--- src/include/cbus_consts.svh ---
/*
 * core bus memory target constants
 *   bus field widths, burst limit and memory depth
 */
`ifndef CBUS_CONSTS_SVH
`define CBUS_CONSTS_SVH

`define CBUS_DATA_W     32
`define CBUS_ID_W       4
// a length field of zero stands for the maximum burst
`define CBUS_LEN_W      3
`define CBUS_MAX_BURST  8
`define CBUS_ADDR_W     6
`define CBUS_MEM_DEPTH  64

`endif

--- src/cbus_pkg.sv ---
/*
 * core bus memory target types
 *   command and response kind enums
 *   memory operation and response beat structs
 */
`include "cbus_consts.svh"

package cbus_pkg;

  typedef enum logic [1:0] {
    CMD_READ             = 2'd0,
    CMD_WRITE_POSTED     = 2'd1,
    CMD_WRITE_NON_POSTED = 2'd2
  } cmd_kind_e;

  typedef enum logic {
    RESP_PLAIN     = 1'b0,
    RESP_WITH_DATA = 1'b1
  } resp_kind_e;

  // one word of work for the memory engine
  typedef struct packed {
    cmd_kind_e                 kind;
    logic [`CBUS_ID_W-1:0]     id;
    logic [`CBUS_ADDR_W-1:0]   addr;
    logic [`CBUS_DATA_W-1:0]   data;
    logic [`CBUS_DATA_W/8-1:0] be;
    logic                      resp_due;
    logic                      last;
    logic                      error;
  } mem_op_t;

  typedef struct packed {
    resp_kind_e                kind;
    logic [`CBUS_ID_W-1:0]     id;
    logic [`CBUS_DATA_W-1:0]   data;
    logic                      error;
    logic                      last;
  } resp_beat_t;

endpackage

--- src/cbus_if.sv ---
/*
 * internal stage links of the memory target
 *   operation link from intake to engine
 *   response beat link from engine to issuer
 */

interface cbus_op_if;
  logic              valid;
  logic              ready;
  cbus_pkg::mem_op_t op;

  modport source (
    output valid, op,
    input  ready
  );

  modport sink (
    input  valid, op,
    output ready
  );
endinterface

interface cbus_rsp_if;
  logic                 valid;
  logic                 ready;
  cbus_pkg::resp_beat_t beat;

  modport source (
    output valid, beat,
    input  ready
  );

  modport sink (
    input  valid, beat,
    output ready
  );
endinterface

--- src/cbus_cmd_intake.sv ---
/*
 * command and write data intake
 *   burst FSM with address and beat counters
 *   one memory operation per beat
 */
`include "cbus_consts.svh"

module cbus_cmd_intake (
  input  logic                      clk,
  input  logic                      i_rst_n,
  input  logic                      i_mcmd_valid,
  input  cbus_pkg::cmd_kind_e       i_mcmd_kind,
  input  logic [`CBUS_ID_W-1:0]     i_mcmd_id,
  input  logic [`CBUS_ADDR_W-1:0]   i_mcmd_addr,
  input  logic [`CBUS_LEN_W-1:0]    i_mcmd_len,
  output logic                      o_scmd_accept,
  input  logic                      i_mdata_valid,
  input  logic [`CBUS_DATA_W-1:0]   i_mdata,
  input  logic [`CBUS_DATA_W/8-1:0] i_mdata_be,
  input  logic                      i_mdata_last,
  output logic                      o_sdata_accept,
  cbus_op_if.source                 op_out
);
  localparam int CNT_W = `CBUS_LEN_W + 1;

  typedef enum logic [1:0] {
    ST_INIT,
    ST_IDLE,
    ST_READ,
    ST_WRITE
  } state_e;

  state_e                    state;
  cbus_pkg::cmd_kind_e       cur_kind;
  logic [`CBUS_ID_W-1:0]     cur_id;
  logic [`CBUS_ADDR_W-1:0]   addr_q;
  logic [CNT_W-1:0]          len_q;
  logic [CNT_W-1:0]          cnt_q;
  logic [CNT_W-1:0]          cnt_next;
  logic [CNT_W-1:0]          len_in;
  logic                      op_valid;
  cbus_pkg::mem_op_t         op_q;
  logic                      op_free;
  logic                      cmd_fire;
  logic                      data_fire;
  logic                      rd_fire;
  logic                      rd_last;

  assign op_free        = !op_valid || op_out.ready;
  assign o_scmd_accept  = (state == ST_IDLE) && op_free;
  assign o_sdata_accept = (state == ST_WRITE) && op_free;
  assign cmd_fire       = i_mcmd_valid && o_scmd_accept;
  assign data_fire      = i_mdata_valid && o_sdata_accept;
  assign rd_fire        = (state == ST_READ) && op_free;

  // saturates so an overlong write burst never aliases back onto the length
  assign cnt_next = (cnt_q == '1) ? cnt_q : cnt_q + 1'b1;
  assign rd_last  = (cnt_next == len_q);
  assign len_in   = (i_mcmd_len == '0) ? CNT_W'(`CBUS_MAX_BURST) : CNT_W'(i_mcmd_len);

  // ##################
  // burst FSM
  always_ff @(posedge clk or negedge i_rst_n) begin
    if (!i_rst_n) begin
      state    <= ST_INIT;
      cur_kind <= cbus_pkg::CMD_READ;
      cur_id   <= '0;
      addr_q   <= '0;
      len_q    <= '0;
      cnt_q    <= '0;
    end else begin
      case (state)
        ST_INIT: state <= ST_IDLE;
        ST_IDLE: begin
          if (cmd_fire) begin
            cur_kind <= i_mcmd_kind;
            cur_id   <= i_mcmd_id;
            addr_q   <= i_mcmd_addr;
            len_q    <= len_in;
            cnt_q    <= '0;
            state    <= (i_mcmd_kind == cbus_pkg::CMD_READ) ? ST_READ : ST_WRITE;
          end
        end
        ST_READ: begin
          if (rd_fire && rd_last) begin
            state <= ST_IDLE;
          end
        end
        ST_WRITE: begin
          if (data_fire && i_mdata_last) begin
            state <= ST_IDLE;
          end
        end
        default: state <= ST_IDLE;
      endcase
      // address wraps with the memory depth
      if (rd_fire || data_fire) begin
        addr_q <= addr_q + 1'b1;
        cnt_q  <= cnt_next;
      end
    end
  end

  // ##################
  // operation register
  always_ff @(posedge clk or negedge i_rst_n) begin
    if (!i_rst_n) begin
      op_valid <= 1'b0;
    end else if (rd_fire || data_fire) begin
      op_valid <= 1'b1;
    end else if (op_out.ready) begin
      op_valid <= 1'b0;
    end
  end

  always_ff @(posedge clk) begin
    if (rd_fire || data_fire) begin
      op_q.kind <= cur_kind;
      op_q.id   <= cur_id;
      op_q.addr <= addr_q;
      op_q.data <= i_mdata;
      op_q.be   <= i_mdata_be;
      if (rd_fire) begin
        op_q.resp_due <= 1'b1;
        op_q.last     <= rd_last;
        op_q.error    <= 1'b0;
      end else begin
        op_q.resp_due <= (cur_kind == cbus_pkg::CMD_WRITE_NON_POSTED) && i_mdata_last;
        op_q.last     <= i_mdata_last;
        op_q.error    <= i_mdata_last && (cnt_next != len_q);
      end
    end
  end

  assign op_out.valid = op_valid;
  assign op_out.op    = op_q;

endmodule

--- src/cbus_mem_engine.sv ---
/*
 * memory engine
 *   word array with byte enable writes
 *   in-order execution, response beat register
 */
`include "cbus_consts.svh"

module cbus_mem_engine (
  input  logic       clk,
  input  logic       i_rst_n,
  cbus_op_if.sink    op_in,
  cbus_rsp_if.source rsp_out
);
  localparam int BE_W = `CBUS_DATA_W / 8;

  logic [`CBUS_DATA_W-1:0] mem [`CBUS_MEM_DEPTH];
  logic                    rsp_valid;
  cbus_pkg::resp_beat_t    rsp_q;
  logic                    op_fire;
  logic                    op_write;

  // stall while the held beat has not moved on
  assign op_in.ready = !rsp_valid || rsp_out.ready;
  assign op_fire     = op_in.valid && op_in.ready;
  assign op_write    = op_in.op.kind != cbus_pkg::CMD_READ;

  // ##################
  // memory array
  always_ff @(posedge clk or negedge i_rst_n) begin
    if (!i_rst_n) begin
      for (int i = 0; i < `CBUS_MEM_DEPTH; i++) begin
        mem[i] <= '0;
      end
    end else if (op_fire && op_write) begin
      for (int b = 0; b < BE_W; b++) begin
        if (op_in.op.be[b]) begin
          mem[op_in.op.addr][8*b +: 8] <= op_in.op.data[8*b +: 8];
        end
      end
    end
  end

  // ##################
  // response beat
  always_ff @(posedge clk or negedge i_rst_n) begin
    if (!i_rst_n) begin
      rsp_valid <= 1'b0;
    end else if (op_fire && op_in.op.resp_due) begin
      rsp_valid <= 1'b1;
    end else if (rsp_out.ready) begin
      rsp_valid <= 1'b0;
    end
  end

  always_ff @(posedge clk) begin
    if (op_fire && op_in.op.resp_due) begin
      rsp_q.id    <= op_in.op.id;
      rsp_q.last  <= op_in.op.last;
      rsp_q.error <= op_in.op.error;
      if (op_write) begin
        rsp_q.kind <= cbus_pkg::RESP_PLAIN;
        rsp_q.data <= '0;
      end else begin
        rsp_q.kind <= cbus_pkg::RESP_WITH_DATA;
        rsp_q.data <= mem[op_in.op.addr];
      end
    end
  end

  assign rsp_out.valid = rsp_valid;
  assign rsp_out.beat  = rsp_q;

endmodule

--- src/cbus_mem_target.sv ---
/*
 * core bus memory target top level
 *   intake, memory engine and response issuer
 */
`include "cbus_consts.svh"

module cbus_mem_target (
  input  logic                      clk,
  input  logic                      i_rst_n,
  // command channel
  input  logic                      i_mcmd_valid,
  input  cbus_pkg::cmd_kind_e       i_mcmd_kind,
  input  logic [`CBUS_ID_W-1:0]     i_mcmd_id,
  input  logic [`CBUS_ADDR_W-1:0]   i_mcmd_addr,
  input  logic [`CBUS_LEN_W-1:0]    i_mcmd_len,
  output logic                      o_scmd_accept,
  // write data channel
  input  logic                      i_mdata_valid,
  input  logic [`CBUS_DATA_W-1:0]   i_mdata,
  input  logic [`CBUS_DATA_W/8-1:0] i_mdata_be,
  input  logic                      i_mdata_last,
  output logic                      o_sdata_accept,
  // response channel
  output logic                      o_sresp_valid,
  output cbus_pkg::resp_kind_e      o_sresp_kind,
  output logic [`CBUS_ID_W-1:0]     o_sresp_id,
  output logic [`CBUS_DATA_W-1:0]   o_sresp_data,
  output logic                      o_sresp_error,
  output logic                      o_sresp_last,
  input  logic                      i_mresp_accept
);
  cbus_op_if  op_link ();
  cbus_rsp_if rsp_link ();

  cbus_cmd_intake u_intake (
    .clk            (clk),
    .i_rst_n        (i_rst_n),
    .i_mcmd_valid   (i_mcmd_valid),
    .i_mcmd_kind    (i_mcmd_kind),
    .i_mcmd_id      (i_mcmd_id),
    .i_mcmd_addr    (i_mcmd_addr),
    .i_mcmd_len     (i_mcmd_len),
    .o_scmd_accept  (o_scmd_accept),
    .i_mdata_valid  (i_mdata_valid),
    .i_mdata        (i_mdata),
    .i_mdata_be     (i_mdata_be),
    .i_mdata_last   (i_mdata_last),
    .o_sdata_accept (o_sdata_accept),
    .op_out         (op_link.source)
  );

  cbus_mem_engine u_engine (
    .clk     (clk),
    .i_rst_n (i_rst_n),
    .op_in   (op_link.sink),
    .rsp_out (rsp_link.source)
  );

  cbus_resp_issuer u_issuer (
    .clk            (clk),
    .i_rst_n        (i_rst_n),
    .rsp_in         (rsp_link.sink),
    .o_sresp_valid  (o_sresp_valid),
    .o_sresp_kind   (o_sresp_kind),
    .o_sresp_id     (o_sresp_id),
    .o_sresp_data   (o_sresp_data),
    .o_sresp_error  (o_sresp_error),
    .o_sresp_last   (o_sresp_last),
    .i_mresp_accept (i_mresp_accept)
  );

endmodule

--- src/cbus_resp_issuer.sv ---
/*
 * response issuer
 *   two entry skid buffer onto the response channel
 */
`include "cbus_consts.svh"

module cbus_resp_issuer (
  input  logic                    clk,
  input  logic                    i_rst_n,
  cbus_rsp_if.sink                rsp_in,
  output logic                    o_sresp_valid,
  output cbus_pkg::resp_kind_e    o_sresp_kind,
  output logic [`CBUS_ID_W-1:0]   o_sresp_id,
  output logic [`CBUS_DATA_W-1:0] o_sresp_data,
  output logic                    o_sresp_error,
  output logic                    o_sresp_last,
  input  logic                    i_mresp_accept
);
  logic                 out_valid;
  logic                 skid_valid;
  cbus_pkg::resp_beat_t out_q;
  cbus_pkg::resp_beat_t skid_q;
  logic                 take;
  logic                 out_free;

  // ready comes from a flop, so no path runs back from the bus accept
  assign rsp_in.ready = !skid_valid;
  assign take         = rsp_in.valid && rsp_in.ready;
  assign out_free     = !out_valid || i_mresp_accept;

  always_ff @(posedge clk or negedge i_rst_n) begin
    if (!i_rst_n) begin
      out_valid  <= 1'b0;
      skid_valid <= 1'b0;
    end else if (out_free) begin
      out_valid  <= skid_valid || take;
      skid_valid <= 1'b0;
    end else if (take) begin
      skid_valid <= 1'b1;
    end
  end

  always_ff @(posedge clk) begin
    if (out_free) begin
      out_q <= skid_valid ? skid_q : rsp_in.beat;
    end else if (take) begin
      skid_q <= rsp_in.beat;
    end
  end

  assign o_sresp_valid = out_valid;
  assign o_sresp_kind  = out_q.kind;
  assign o_sresp_id    = out_q.id;
  assign o_sresp_data  = out_q.data;
  assign o_sresp_error = out_q.error;
  assign o_sresp_last  = out_q.last;

endmodule

--- config.mk ---
export PLATFORM = sky130hd
export DESIGN_NAME = cbus_mem_target
export DESIGN_NICKNAME = d
export VERILOG_FILES = /design/src/cbus_pkg.sv /design/src/cbus_if.sv /design/src/cbus_cmd_intake.sv /design/src/cbus_mem_engine.sv /design/src/cbus_mem_target.sv /design/src/cbus_resp_issuer.sv
export VERILOG_INCLUDE_DIRS = /design/src /design/src/include
export SDC_FILE = /design/constraint.sdc
export NUM_CORES = 2
export LEC_CHECK = 0
export BUFFER_PORTS_ARGS = -buffer_cell sky130_fd_sc_hd__buf_4
export CORE_MARGIN = 10
export CORE_UTILIZATION = 45
export CTS_CLUSTER_SIZE = 8
export DETAILED_ROUTE_END_ITERATION = 8
export PLACE_DENSITY_LB_ADDON = 0.2
export SKIP_CTS_REPAIR_TIMING = 1
export SLEW_MARGIN = 10
export SYNTH_ARGS = -nofsm -noshare
export SYNTH_HDL_FRONTEND = slang
export SYNTH_HIERARCHICAL = 1
export SYNTH_SLANG_ARGS = --single-unit
--- constraint.sdc ---
create_clock -name clk -period 14.65 [get_ports clk]
set_input_delay 2.93 -clock clk [delete_from_list [all_inputs] [get_ports clk]]
set_output_delay 2.93 -clock clk [all_outputs]
set_load 0.02 [all_outputs]
==> metrics.yaml <==
run_status:
  status: "finished clean"
critical_path:
  worstSetupEndpointType: "register"
  cpPeakStageDelay_ns: 0.75
  crit_arrival_ns: 5.94
  crit_slowest_cell: "buf_4"
  required_ns: 15.34
  worstPathMaxFanout: 42
  start_kind: "register"
  cp_cell_sequence: "buf_4, buf_4, buf_4, or2_2, buf_4, o22ai_1, o21ai_0, o21ai_0, o31a_1"
  cp_num_buf_inv: 4
  crit_top_cell: "buf_4"
  path_class: "reg -> reg"
  worst_path_dominant_cell_family: "buffers and inverters"
grt:
  grtUsageMet3_pct: 6.09
  use_met2_pct: 39.9
  grt_pass1_vias: 66900
  grt_first_pass_wirelength_mm: 481
  grt_overflow: 0
  grt-busiest-layer: "met2"
  track_usage_pct: 26.7
  antenna_found_initial: 8
  grt_max_degree: 193
  met1_usage_pct: 36.6
final_layout:
  layout_commonest_cell: "mux2_2"
  layout_common_cells: "2109 x mux2_2, 2073 x dfrtp_1, 382 x a221oi_1"
  area_delta_synth_final_pct: 12.2
  fin_nets: 7272
  layout-drive-gt1-share_pct: 42.7
  num-fill-cells: 19000
floorplanning:
  start_util_pct: 45.2
  fp.dieW_um: 492
  row_count: 173
  dieArea_um2: 242000
  core_um2: 222000
  die_h_um: 492
  pin_count: 99
detailed_routing:
  drtAntennaViolNets: 0
  viasPerCell: 6.41
  route.final.wire_length_mm: 333
  firstDrtPassIters: 5
  first_iter_violations: 6137
  drc: 0
  vias: 65700
  wire_per_inst_um: 32.4
placed_design:
  io_buffers: 98
  hpwl_mm: 197
  place.gp.congestion: 0.832
sta:
  fin_crit_ns: 5.25
  finalClockSkew_ns: 0.0588
  relSlewSlack_pct: 17.3
  whs_ns: 0.416
  fin_tns_setup_ns: 0
  rsz0062_at_grt: "no"
  report.final.setup_viol: 0
  clock.fmax_mhz: 190
  timing.final.crit_share_pct: 35.9
  tightestPinTransition_ns: 1.24
  slew_violations: 0
  hold_viol: 0
worst_hold_path:
  hold_path_class: "reg -> reg"
synthesis:
  synth_ff_type: "dfrtp_1"
  yosysWarningCount: 6
  synth_area_per_cell_um2: 13.9
  synth.yosys.seq_area_share_pct: 56.8
  synth_area_um2: 100000
  ys_seq_elements: 2242
  synth_cell_types: 77
  syn_nets: 7284
  synth-edff-count: 168
  async_reset_ff_share_pct: 92.5
  synthCells: 7225
clock_tree:
  root_buffer: "clkbuf_16"
  clk_latency_ns: 0.97
  clkTransAtPathRegs_ns: 0.05
  h-tree-depth: 5
  clock-sinks: 2242
  cts_tree: "done"
  cts-buffers-inserted: 330
  clock_path_buffers: 4
power:
  power.leakage_nw: 51.3
  ir_drop_mv: 0.140
  power_density_nw_per_um2: 194
job:
  drv_cap: 0
cells in the mapped netlist (all sizes together) (35+ instances only):
cell / count / area (um2)
a21oi: 94 / 470
a221oi: 382 / 3350
a22o: 51 / 447
a22oi: 237 / 1780
buf: 231 / 1240
clkbuf: 361 / 1360
dfrtp: 2074 / 51900
edfxtp: 168 / 5040
mux2: 2146 / 24300
mux2i: 228 / 2280
mux4: 58 / 1310
nand2: 170 / 648
nor2: 452 / 2400
nor3: 35 / 180
o21ai: 151 / 756
o22ai: 87 / 544
registers in the layout (all words and copies together), names as in the netlist, 6 cells and up:
signal / flops
u_intake/addr_q: 6
u_engine/mem: 2048
u_issuer/o_sresp_data: 32
u_issuer/skid_q: 39
u_intake/op_out.op: 51
u_engine/rsp_out.beat: 39
layer usage:
metal,wire [um],part of all wire [%]
met5,237,0.071
met4,16900,5.1
met3,27100,8.2
met2,148000,45
met1,140000,42
final timing paths:
kind / start / end / slack [ns] / depth (start not counted)
min reg2reg: u_intake/op_out.op[46]$_DFFE_PN_ / u_engine/rsp_out.beat[35]$_DFFE_PP_ / 0.42 / 0
min in group asynchronous: i_rst_n / u_engine/mem[342]$_DFFE_PN0P_ / 1.95 / 1
max reg2reg: u_intake/op_out.op[41]$_DFFE_PN_ / u_engine/rsp_out.beat[31]$_SDFFCE_PN0P_ / 9.40 / 9
min: u_intake/op_out.op[46]$_DFFE_PN_ / u_engine/rsp_out.beat[35]$_DFFE_PP_ / 0.42 / 0
max: u_intake/op_out.op[41]$_DFFE_PN_ / u_engine/rsp_out.beat[31]$_SDFFCE_PN0P_ / 9.40 / 9
max in group asynchronous: i_rst_n / u_engine/mem[2022]$_DFFE_PN0P_ / 9.55 / 4
through the flow:
stage	setup WS, ns	total power (W)	cell area [um2]	std cells	util (%)
after global routing	9.12	0.0226	113000	10300	50.7
final	9.40	0.0218	113000	10300	50.7
after detailed placement	8.56	0.0150	104000	9856	46.7
after CTS	9.40	0.0218	113000	10300	50.7
after global placement	8.63	0.0148	104000	9856	46.7
after floorplan	7.25	0.0126	100000	7225	-
worst register-to-register path, cell delays in order (launching register included):
cell and delay [ns]:
edfxtp_1 0.31, buf_4 0.37, buf_4 0.59, buf_4 0.79, or2_2 0.69, buf_4 0.51
o22ai_1 0.14, o21ai_0 0.56, o21ai_0 0.56, o31a_1 0.47
logic make-up after synthesis:
group,Yosys count,share of synthesized area [%]
DFF,2242,56.8
xor gates and xnor gates,4,0.0424
AOI/OAI and AO/OA,1182,8.87
and+or+nand+nor,757,3.86
buffers and inverters,606,2.64
muxes,2432,27.8
adders and majority gates,2,0.0249
where the power goes:
group,internal [W],switching (W)
combinational,0.00230,0.00390
sequential,0.00796,0.000876
clock,0.00412,0.00263
cell type report:
| type | count | area, um2 | share of cell area, % |
|---|---|---|---|
| diodes | 7 | 17.5 | 0.0156 |
| clock buffers | 397 | 8780 | 7.80 |
| clock inverters | 3 | 45.0 | 0.0400 |
| inverters | 14 | 65.1 | 0.0578 |
| multi-input cells | 4377 | 40900 | 36.4 |
| flip-flops and latches | 2242 | 56900 | 50.6 |
| well taps | 2975 | 3720 | 3.31 |
| repair buffers | 248 | 2060 | 1.83 |
Power figures use the tool's default switching activity.
